`src/verilog/core_pkg.sv`:
```
`default_nettype none

package core_pkg;

    // ------------------------------
    // Widths and fixed addresses
    // ------------------------------
    localparam int XLEN       = 32;
    localparam int REG_ADDR_W = 5;

    // Word holding the start address
    localparam logic [XLEN-1:0] RESET_VECTOR = 32'h0000_0000;

    // RV32I opcodes still decoded
    localparam logic [6:0] OPC_RTYPE = 7'b0110011;
    localparam logic [6:0] OPC_ITYPE = 7'b0010011;
    localparam logic [6:0] OPC_BTYPE = 7'b1100011;
    localparam logic [6:0] OPC_JTYPE = 7'b1101111;

    // ALU code is {funct3, funct7[31:29]}
    typedef enum logic [5:0] {
        ADD  = 6'b000_000,
        SUB  = 6'b000_010,
        SLL  = 6'b001_000,
        SLT  = 6'b010_000,
        SLTU = 6'b011_000,
        XOR  = 6'b100_000,
        SRL  = 6'b101_000,
        SRA  = 6'b101_010,
        OR   = 6'b110_000,
        AND  = 6'b111_000
    } alu_op_t;

    // Flags of rs1 - rs2, c is the borrow
    typedef struct packed {
        logic v;
        logic n;
        logic c;
        logic z;
    } flags_t;

    typedef enum logic [1:0] {Reset, Fetch, Decode, Execute} main_state_t;

    typedef enum logic [3:0] {
        RType, RTCmpl, ITALU, ITALUCmpl, BType, BTBranch,
        JTJal, JTJalRtr, PreFetch, Illegal
    } exec_state_t;

    // ------------------------------
    // Mux selects, zero is the idle choice
    // ------------------------------
    typedef enum logic [1:0] {alu_imm, reset_vec, reset_adr} pc_src_t;
    typedef enum logic [1:0] {pc, rsa, prior} a_src_t;
    typedef enum logic [1:0] {four, rsb, imm} b_src_t;
    typedef enum logic {alu_out, alu_direct} wd_src_t;

    // Control bundle from the FSM to the datapath
    typedef struct packed {
        logic    pc_ld;
        logic    pcp_ld;
        logic    ir_ld;
        logic    alu_ld;
        logic    flags_ld;
        logic    rg_wr;
        pc_src_t pc_src;
        a_src_t  a_src;
        b_src_t  b_src;
        wd_src_t wd_src;
        alu_op_t alu_op;
        logic    mem_rd;
    } ctrl_t;

    // Register write port, also the writeback trace
    typedef struct packed {
        logic                  we;
        logic [REG_ADDR_W-1:0] addr;
        logic [XLEN-1:0]       data;
    } wb_t;

endpackage

`default_nettype wire

```
`src/verilog/alu.sv`:
```
`timescale 1ns/100ps
`default_nettype none

module alu (
    input  wire logic [core_pkg::XLEN-1:0] a_i,
    input  wire logic [core_pkg::XLEN-1:0] b_i,
    input  core_pkg::alu_op_t              op_i,
    output logic      [core_pkg::XLEN-1:0] y_o,
    output core_pkg::flags_t               flags_o
);

    import core_pkg::*;

    // a - b with the borrow in the top bit
    logic [XLEN:0]   diff;
    logic [4:0]      shamt;

    assign diff  = {1'b0, a_i} - {1'b0, b_i};
    assign shamt = b_i[4:0];

    // ------------------------------
    // Result
    // ------------------------------
    always_comb begin
        case (op_i)
            ADD:     y_o = a_i + b_i;
            SUB:     y_o = diff[XLEN-1:0];
            SLL:     y_o = a_i << shamt;
            SLT:     y_o = {{(XLEN-1){1'b0}}, $signed(a_i) < $signed(b_i)};
            SLTU:    y_o = {{(XLEN-1){1'b0}}, a_i < b_i};
            XOR:     y_o = a_i ^ b_i;
            SRL:     y_o = a_i >> shamt;
            SRA:     y_o = $unsigned($signed(a_i) >>> shamt);
            OR:      y_o = a_i | b_i;
            AND:     y_o = a_i & b_i;
            default: y_o = a_i + b_i;
        endcase
    end

    // ------------------------------
    // Flags, always from the subtraction
    // ------------------------------
    // Borrow, so c means a below b unsigned
    assign flags_o.c = diff[XLEN];
    assign flags_o.n = diff[XLEN-1];
    assign flags_o.z = (diff[XLEN-1:0] == '0);
    // Signed overflow when operand signs differ and result sign flips
    assign flags_o.v = (a_i[XLEN-1] ^ b_i[XLEN-1]) & (a_i[XLEN-1] ^ diff[XLEN-1]);

endmodule

`default_nettype wire

```
`src/verilog/control_fsm.sv`:
```
`timescale 1ns/100ps
`default_nettype none

module control_fsm (
    input  wire logic                      clk_i,
    input  wire logic                      resetComplete,
    input  wire logic [1:0]                seq_step_i,
    input  wire logic                      seq_done_i,
    input  wire logic                      mem_busy_i,
    input  wire logic [core_pkg::XLEN-1:0] ir_i,
    input  core_pkg::flags_t               flags_i,
    output core_pkg::ctrl_t                ctrl_o
);

    import core_pkg::*;

    // IR fields
    logic [6:0] opcode;
    logic [2:0] funct3;
    logic [2:0] funct7up;
    logic       rd_zero;
    logic       take_branch;

    main_state_t state_q, state_d;
    exec_state_t exec_q, exec_d;

    assign opcode   = ir_i[6:0];
    assign funct3   = ir_i[14:12];
    assign funct7up = ir_i[31:29];
    assign rd_zero  = (ir_i[11:7] == '0);

    // Branch decision from the stored flags
    always_comb begin
        case (funct3)
            3'b000:  take_branch = flags_i.z;
            3'b001:  take_branch = ~flags_i.z;
            3'b100:  take_branch = flags_i.n ^ flags_i.v;
            3'b101:  take_branch = (flags_i.n == flags_i.v);
            3'b110:  take_branch = flags_i.c;
            3'b111:  take_branch = ~flags_i.c;
            default: take_branch = 1'b0;
        endcase
    end

    // ------------------------------
    // Control decode
    // ------------------------------
    always_comb begin
        // Idle bundle, PC + 4 on the ALU
        ctrl_o  = '0;
        state_d = state_q;
        exec_d  = exec_q;
        case (state_q)
            Reset: begin
                // Vector sequence runs only after release
                if (!resetComplete) begin
                    case (seq_step_i)
                        2'd0: begin
                            ctrl_o.pc_ld  = 1'b1;
                            ctrl_o.pc_src = reset_vec;
                        end
                        2'd2: begin
                            ctrl_o.pc_ld  = 1'b1;
                            ctrl_o.pc_src = reset_adr;
                        end
                        default: ctrl_o.mem_rd = 1'b1;
                    endcase
                end
                if (seq_done_i) begin
                    state_d = Fetch;
                end
            end
            Fetch: begin
                if (mem_busy_i) begin
                    // Keep reading until memory is ready
                    ctrl_o.mem_rd = 1'b1;
                end else begin
                    ctrl_o.ir_ld  = 1'b1;
                    ctrl_o.pcp_ld = 1'b1;
                    state_d       = Decode;
                end
            end
            Decode: begin
                // PC + 4 from the default ALU setup
                ctrl_o.pc_ld = 1'b1;
                state_d      = Execute;
                case (opcode)
                    OPC_RTYPE: exec_d = RType;
                    OPC_ITYPE: exec_d = ITALU;
                    OPC_BTYPE: exec_d = BType;
                    OPC_JTYPE: exec_d = JTJal;
                    default:   exec_d = Illegal;
                endcase
            end
            Execute: begin
                case (exec_q)
                    RType, ITALU: begin
                        ctrl_o.alu_ld = 1'b1;
                        ctrl_o.a_src  = rsa;
                        if (exec_q == RType) begin
                            ctrl_o.b_src  = rsb;
                            ctrl_o.alu_op = alu_op_t'({funct3, funct7up});
                        end else begin
                            ctrl_o.b_src = imm;
                            // Only shifts keep the upper immediate bits
                            if (funct3 == 3'b001 || funct3 == 3'b101) begin
                                ctrl_o.alu_op = alu_op_t'({funct3, funct7up});
                            end else begin
                                ctrl_o.alu_op = alu_op_t'({funct3, 3'b000});
                            end
                        end
                        // No writeback cycle for x0
                        if (rd_zero) begin
                            ctrl_o.mem_rd = 1'b1;
                            state_d       = Fetch;
                        end else begin
                            exec_d = (exec_q == RType) ? RTCmpl : ITALUCmpl;
                        end
                    end
                    RTCmpl, ITALUCmpl: begin
                        // Result waits in ALU-out
                        ctrl_o.wd_src = alu_out;
                        ctrl_o.rg_wr  = 1'b1;
                        ctrl_o.mem_rd = 1'b1;
                        state_d       = Fetch;
                    end
                    BType: begin
                        // Compare rs1 with rs2 and keep the flags
                        ctrl_o.a_src    = rsa;
                        ctrl_o.b_src    = rsb;
                        ctrl_o.alu_op   = SUB;
                        ctrl_o.flags_ld = 1'b1;
                        exec_d          = BTBranch;
                    end
                    BTBranch: begin
                        // Target is PC prior + imm
                        ctrl_o.a_src = prior;
                        ctrl_o.b_src = imm;
                        if (take_branch) begin
                            ctrl_o.pc_ld = 1'b1;
                            exec_d       = PreFetch;
                        end else begin
                            ctrl_o.mem_rd = 1'b1;
                            state_d       = Fetch;
                        end
                    end
                    JTJal: begin
                        ctrl_o.a_src = prior;
                        ctrl_o.b_src = imm;
                        ctrl_o.pc_ld = 1'b1;
                        exec_d       = rd_zero ? PreFetch : JTJalRtr;
                    end
                    JTJalRtr: begin
                        // Return address PC prior + 4
                        ctrl_o.a_src  = prior;
                        ctrl_o.wd_src = alu_direct;
                        ctrl_o.rg_wr  = 1'b1;
                        exec_d        = PreFetch;
                    end
                    PreFetch: begin
                        ctrl_o.mem_rd = 1'b1;
                        state_d       = Fetch;
                    end
                    default: begin
                        // Illegal opcode, park here
                        exec_d = Illegal;
                    end
                endcase
            end
            default: state_d = Reset;
        endcase
    end

    // ------------------------------
    // State registers
    // ------------------------------
    always_ff @(posedge clk_i) begin
        if (resetComplete) begin
            state_q <= Reset;
            exec_q  <= PreFetch;
        end else begin
            state_q <= state_d;
            exec_q  <= exec_d;
        end
    end

endmodule

`default_nettype wire

```
`src/verilog/datapath.sv`:
```
`timescale 1ns/100ps
`default_nettype none

module datapath (
    input  wire logic                      clk_i,
    input  wire logic                      resetComplete,
    input  core_pkg::ctrl_t                ctrl_i,
    input  wire logic [core_pkg::XLEN-1:0] mem_data_i,
    output logic      [core_pkg::XLEN-1:0] mem_addr_o,
    output logic      [core_pkg::XLEN-1:0] ir_o,
    output core_pkg::flags_t               flags_o,
    output core_pkg::wb_t                  wb_o
);

    import core_pkg::*;

    // Architectural and staging registers
    logic [XLEN-1:0] pc_q, pcp_q, ir_q, alu_out_q;
    flags_t          flags_q;

    logic [XLEN-1:0] a_mux, b_mux, imm_val, alu_y;
    logic [XLEN-1:0] rd1, rd2;
    flags_t          alu_flags;
    wb_t             wb;

    // ------------------------------
    // Immediate generator
    // ------------------------------
    always_comb begin
        case (ir_q[6:0])
            OPC_BTYPE: imm_val = {{19{ir_q[31]}}, ir_q[31], ir_q[7], ir_q[30:25],
                                  ir_q[11:8], 1'b0};
            OPC_JTYPE: imm_val = {{11{ir_q[31]}}, ir_q[31], ir_q[19:12], ir_q[20],
                                  ir_q[30:21], 1'b0};
            // I-type and don't-care cases
            default:   imm_val = {{20{ir_q[31]}}, ir_q[31:20]};
        endcase
    end

    // Operand muxes
    always_comb begin
        case (ctrl_i.a_src)
            rsa:     a_mux = rd1;
            prior:   a_mux = pcp_q;
            default: a_mux = pc_q;
        endcase
        case (ctrl_i.b_src)
            rsb:     b_mux = rd2;
            imm:     b_mux = imm_val;
            default: b_mux = 32'd4;
        endcase
    end

    alu u_alu (
        .a_i     (a_mux),
        .b_i     (b_mux),
        .op_i    (ctrl_i.alu_op),
        .y_o     (alu_y),
        .flags_o (alu_flags)
    );

    // Write data, held result or direct ALU output
    assign wb.we   = ctrl_i.rg_wr;
    assign wb.addr = ir_q[11:7];
    assign wb.data = (ctrl_i.wd_src == alu_out) ? alu_out_q : alu_y;

    register_file u_regs (
        .clk_i (clk_i),
        .ra1_i (ir_q[19:15]),
        .ra2_i (ir_q[24:20]),
        .rd1_o (rd1),
        .rd2_o (rd2),
        .wb_i  (wb)
    );

    // ------------------------------
    // Registers
    // ------------------------------
    always_ff @(posedge clk_i) begin
        if (resetComplete) begin
            pc_q <= RESET_VECTOR;
            ir_q <= '0;
        end else begin
            if (ctrl_i.pc_ld) begin
                case (ctrl_i.pc_src)
                    reset_vec: pc_q <= RESET_VECTOR;
                    reset_adr: pc_q <= mem_data_i;
                    default:   pc_q <= alu_y;
                endcase
            end
            if (ctrl_i.ir_ld) begin
                ir_q <= mem_data_i;
            end
        end
    end

    // Payload registers
    always_ff @(posedge clk_i) begin
        if (ctrl_i.pcp_ld) pcp_q <= pc_q;
        if (ctrl_i.alu_ld) alu_out_q <= alu_y;
        if (ctrl_i.flags_ld) flags_q <= alu_flags;
    end

    assign mem_addr_o = pc_q;
    assign ir_o       = ir_q;
    assign flags_o    = flags_q;
    assign wb_o       = wb;

endmodule

`default_nettype wire

```
`src/verilog/mc_core.sv`:
```
`timescale 1ns/100ps
`default_nettype none

module mc_core (
    input  wire logic                      clk_i,
    input  wire logic                      resetComplete,
    input  wire logic                      mem_busy_i,
    input  wire logic [core_pkg::XLEN-1:0] mem_data_i,
    output logic      [core_pkg::XLEN-1:0] mem_addr_o,
    output logic                           mem_rd_o,
    output core_pkg::wb_t                  wb_o
);

    import core_pkg::*;

    logic [1:0]      seq_step;
    logic            seq_done;
    ctrl_t           ctrl;
    logic [XLEN-1:0] ir;
    flags_t          flags;

    // Reset-vector step counter
    reset_sequencer u_seq (
        .clk_i         (clk_i),
        .resetComplete (resetComplete),
        .seq_step_o    (seq_step),
        .seq_done_o    (seq_done)
    );

    control_fsm u_fsm (
        .clk_i         (clk_i),
        .resetComplete (resetComplete),
        .seq_step_i    (seq_step),
        .seq_done_i    (seq_done),
        .mem_busy_i    (mem_busy_i),
        .ir_i          (ir),
        .flags_i       (flags),
        .ctrl_o        (ctrl)
    );

    datapath u_dp (
        .clk_i         (clk_i),
        .resetComplete (resetComplete),
        .ctrl_i        (ctrl),
        .mem_data_i    (mem_data_i),
        .mem_addr_o    (mem_addr_o),
        .ir_o          (ir),
        .flags_o       (flags),
        .wb_o          (wb_o)
    );

    // Read strobe straight from the control bundle
    assign mem_rd_o = ctrl.mem_rd;

endmodule

`default_nettype wire

```
`src/verilog/register_file.sv`:
```
`timescale 1ns/100ps
`default_nettype none

module register_file (
    input  wire logic                            clk_i,
    input  wire logic [core_pkg::REG_ADDR_W-1:0] ra1_i,
    input  wire logic [core_pkg::REG_ADDR_W-1:0] ra2_i,
    output logic      [core_pkg::XLEN-1:0]       rd1_o,
    output logic      [core_pkg::XLEN-1:0]       rd2_o,
    input  core_pkg::wb_t                        wb_i
);

    import core_pkg::*;

    // x1 to x31, x0 has no storage
    logic [XLEN-1:0] regs [1:(2**REG_ADDR_W)-1];

    // Write port, x0 writes dropped
    always_ff @(posedge clk_i) begin
        if (wb_i.we && (wb_i.addr != '0)) begin
            regs[wb_i.addr] <= wb_i.data;
        end
    end

    // Asynchronous reads, x0 reads zero
    assign rd1_o = (ra1_i == '0) ? '0 : regs[ra1_i];
    assign rd2_o = (ra2_i == '0) ? '0 : regs[ra2_i];

endmodule

`default_nettype wire

```
`src/verilog/reset_sequencer.sv`:
```
`timescale 1ns/100ps
`default_nettype none

module reset_sequencer (
    input  wire logic       clk_i,
    input  wire logic       resetComplete,
    output logic      [1:0] seq_step_o,
    output logic            seq_done_o
);

    // Current step of the vector sequence
    logic [1:0] step_q;

    // Restart on reset, then saturate at step 3
    always_ff @(posedge clk_i) begin
        if (resetComplete) begin
            step_q <= 2'd0;
        end else if (step_q != 2'd3) begin
            step_q <= step_q + 2'd1;
        end
    end

    assign seq_step_o = step_q;

    // Last step, first instruction word now on the bus
    assign seq_done_o = (step_q == 2'd3);

endmodule

`default_nettype wire
```
`config.mk`:
```
export PLATFORM = sky130hd
export DESIGN_NAME = mc_core
export DESIGN_NICKNAME = d
export VERILOG_FILES = /design/src/verilog/core_pkg.sv /design/src/verilog/alu.sv /design/src/verilog/control_fsm.sv /design/src/verilog/datapath.sv /design/src/verilog/mc_core.sv /design/src/verilog/register_file.sv /design/src/verilog/reset_sequencer.sv
export SDC_FILE = /design/constraint.sdc
export NUM_CORES = 2
export LEC_CHECK = 0
export ABC_CLOCK_PERIOD_IN_PS = 20900
export BUFFER_PORTS_ARGS = -buffer_cell sky130_fd_sc_hd__buf_2
export CAP_MARGIN = 20
export CORE_AREA = 2 2 329 331
export DETAILED_ROUTE_END_ITERATION = 8
export DIE_AREA = 0 0 331 333
export GPL_TIMING_DRIVEN = 1
export PLACE_DENSITY_LB_ADDON = 0.05
export SYNTH_ARGS = -nofsm -noshare
export SYNTH_HDL_FRONTEND = slang
export SYNTH_SLANG_ARGS = --single-unit
```
`constraint.sdc`:
```
create_clock -name clk_i -period 20.9 [get_ports clk_i]
set_input_delay 4.18 -clock clk_i [delete_from_list [all_inputs] [get_ports clk_i]]
set_output_delay 4.18 -clock clk_i [all_outputs]
set_load 0.05 [all_outputs]
```
==> results.toml <==
[run_status]
status = "complete, no violations"

[worst_setup_path]
worst-path-stages = 22
critPathBufInv = 5
r2r_cells = 21
cp_top_family = "buffers and inverters"
cpPeakStageDelay_ns = 0.85
critPathSlowestCell = "dfxtp_4"
crit_chain = "buf_4 -> buf_4 -> buf_16 -> buf_4 -> mux4_2 -> mux4_2 -> mux2i_1 -> o22ai_1 -> and2_1 -> ha_1 -> nand2b_1 -> nor2_1 -> a221oi_1 -> o21a_1 -> o21ai_0 -> a41oi_1 -> a21boi_0 -> or3_1 -> a31oi_1 -> or4b_4 -> mux2_2 -> buf_2"
worstPathArrival_ns = 10.06
worst_setup_path_start_kind = "flip-flop"
end_kind = "primary output"
cp_max_fo = 46
worst_path_most_repeated_cell = "buf_4"
crit_required_ns = 16.72
crit_type = "flip-flop to primary output"

[routing]
ant_nets = 0
via_per_inst = 7.76
wl_per_cell_um = 40.9
wl_um = 254000
drt_iter0_drc = 8543
drc_errors = 0
dr.pass1.iters = 8
via_count = 48200

[grt]
overflow = 0
grt_pass1_vias = 46200
grt_max_degree = 109
gr-max-usage-layer = "met2"
grt.total_usage = 0.459
grt_use_met1 = 0.606
grt_use_met3 = 0.135
grt_pass1_wl_um = 352000
antenna_found_initial = 10
grt.met2_usage = 0.672

[hold_path]
hold_path_depth = 2
hp-class = "flip-flop to flip-flop"

[sta]
drv_slew = 0
tns_ns = 0
period_share = 0.681
min_period_ns = 14.24
finalSetupViolCount = 0
finalHoldViolCount = 0
fmax_mhz = 70.2
worstMarginPinSlew_ns = 1.36
skew_ns = 0.0658
rsz0062_at_grt = "no"
slew_headroom = 0.0929

[placed_design]
dp_hpwl_um = 165000
numPortBuffers = 105
dp.cells = 5983
finalWeightedCongestion = 1.05

[synth]
synth_top_flop_cell = "edfxtp_1"
ys_types = 126
yosysSeqAreaShare = 0.526
syn_avg_cell_area_um2 = 13.6
synth_warnings = 0
async_reset_ff_frac = 0
syn-instance-count = 4663
synth_nets = 4811
ys_seq_elements = 1142
netlist_area_um2 = 63600
synth-edff-count = 1060

[floorplanning]
ioPinCount = 106
core_region_area_um2 = 107000
fp.dieH_um = 333
fp-row-count = 120
die_w_um = 331
initial_core_util = 0.597
die_area_um2 = 110000

[pwr]
powerDensity_nw_per_um2 = 92.4
leakage_nw = 22.3
irDropWorstVdd_mv = 0.0816

[clock_tree]
clock-root-buffer = "clkbuf_16"
cts-hold-fix-buffers = 0
clk_pin_slew_worst_paths_ns = 0.06
cts_buffers = 113
cts_max_path_buffers = 3
cts_tree = "done"
clock_sinks = 1142
clock_latency_ns = 0.75
cts.repair.resized = 0
cts_setup_buffers = 0
htreeDepth = 3

[finish]
drive_gt1_frac = 0.230
stdcell_count = 6208
nNetsFinal = 4851
areaGrowthSynthToFinish_pct = 9.79

[run]
drv_cap = 0
synth_stat cells, types with 29 or more instances:
master | n | area, um^2
nand2_1 | 293 | 1100
o21ai_0 | 120 | 601
a22oi_1 | 76 | 571
o22ai_1 | 53 | 332
clkbuf_1 | 166 | 623
mux2i_1 | 318 | 3180
inv_1 | 120 | 450
nor3_1 | 58 | 290
buf_1 | 56 | 210
xnor2_1 | 44 | 385
a31oi_1 | 36 | 225
buf_2 | 68 | 340
o211ai_1 | 33 | 248
ha_1 | 111 | 1390
and2_1 | 29 | 181
dfxtp_1 | 82 | 1640
mux4_2 | 425 | 9570
a211oi_1 | 89 | 668
mux2_2 | 41 | 462
buf_4 | 34 | 255
a21o_1 | 44 | 330
nor2_1 | 287 | 1080
a21oi_1 | 265 | 1330
a22o_1 | 51 | 447
edfxtp_1 | 1060 | 31800
nand3_1 | 70 | 350
nor2b_1 | 35 | 219
o21bai_1 | 32 | 240
cell usage in the layout, fill, tap and decap left out, types with 76 or more instances in the layout:
master / Yosys / routed
edfxtp_1: 1060 / 1060
mux4_2: 425 / 425
mux2i_1: 318 / 318
nand2_1: 293 / 293
a21oi_1: 265 / 259
nor2_1: 287 / 255
buf_4: 34 / 165
inv_1: 120 / 117
clkbuf_16: 0 / 115
ha_1: 111 / 111
o21ai_0: 120 / 110
buf_2: 68 / 106
a211oi_1: 89 / 89
a22oi_1: 76 / 76
final cells by class:
type                            count  area [um^2]
Fill cell                        7535        36800
Sequential cell                  1142        33500
Multi-Input combinational cell   3036        28200
Clock buffer                      132         2950
Timing Repair Buffer              279         1900
Tap cell                         1403         1760
Clock inverter                     83         1000
Inverter                          131          494
Antenna cell                        2         5.00
worst register-to-register path, cell delays in order, from the launching register on:
cell and delay [ns]:
dfxtp_4 0.85, buf_4 0.84, buf_4 0.58, buf_16 0.32
buf_4 0.76, mux4_2 0.63, mux4_2 0.49, mux2i_1 0.21
o22ai_1 0.11, and2_1 0.28, ha_1 0.48, nand2b_1 0.23
nor2_1 0.09, a221oi_1 0.45, o21a_1 0.20, o21ai_0 0.13
a41oi_1 0.36, a21boi_0 0.19, or3_1 0.36, a31oi_1 0.33
or4b_4 0.58, mux2_2 0.53
worst paths after layout:
| path | from | to | slack [ns] |
|---|---|---|---|
| hold / removal | u_dp.ir_o[28]$_SDFFE_PP0P_ | u_dp.ir_o[28]$_SDFFE_PP0P_ | 0.47 |
| setup / recovery | flip-flop | wb_o[25] | 6.66 |
| setup reg to reg | flip-flop | u_dp.u_regs.regs[8][25]$_DFFE_PP_ | 11.52 |
| hold reg to reg | u_dp.ir_o[28]$_SDFFE_PP0P_ | u_dp.ir_o[28]$_SDFFE_PP0P_ | 0.47 |
sequential cells by signal, indices dropped and copies added, names as in the netlist, named ones only:
name and cells:
u_dp.u_regs.regs 992, u_dp.alu_out_q 32, u_dp.ir_o 32, u_dp.mem_addr_o 32
u_dp.pcp_q 32, u_dp.flags_o 4, u_fsm.exec_q 4, u_fsm.state_q 2
u_seq.seq_step_o 2
per-stage QoR:
| step | setup slack (ns) | utilization | cell area, um^2 | hold WS (ns) | power (W) |
|---|---|---|---|---|---|
| 4_1_cts | 6.57 | 0.654 | 69700 | 0.465 | 0.00639 |
| 3_5_place_dp | 7.36 | 0.617 | 65800 | 0.455 | 0.00424 |
| 5_1_grt | 6.19 | 0.655 | 69800 | 0.498 | 0.00660 |
| 3_3_place_gp | 7.43 | 0.617 | 65700 | 0.450 | 0.00424 |
| 2_1_floorplan | 8.40 | - | 63600 | 0.437 | 0.00368 |
| 6_report | 6.66 | 0.655 | 69800 | 0.467 | 0.00646 |
metal layers:
layer / routed length, um / vias up
li1: - / 18800
met1: 87200 / 24100
met2: 112000 / 4342
met3: 35900 / 874
met4: 19100 / 10
met5: 69 / -
cells by family after synthesis:
group	after synthesis	synth area share
buf+inv	485	0.0359
xor+xnor	55	0.00757
fa+ha+maj	113	0.0225
compound gates	1120	0.125
simple gates	954	0.0717
mux	794	0.211
flops	1142	0.526
where the power goes:
group / internal, W / total [W] / switching, W
combinational: 0.000591 / 0.00167 / 0.00108
clock: 0.00125 / 0.00219 / 0.000935
sequential: 0.00251 / 0.00259 / 0.0000856
Note: power is estimated with default switching activity, not from simulation.
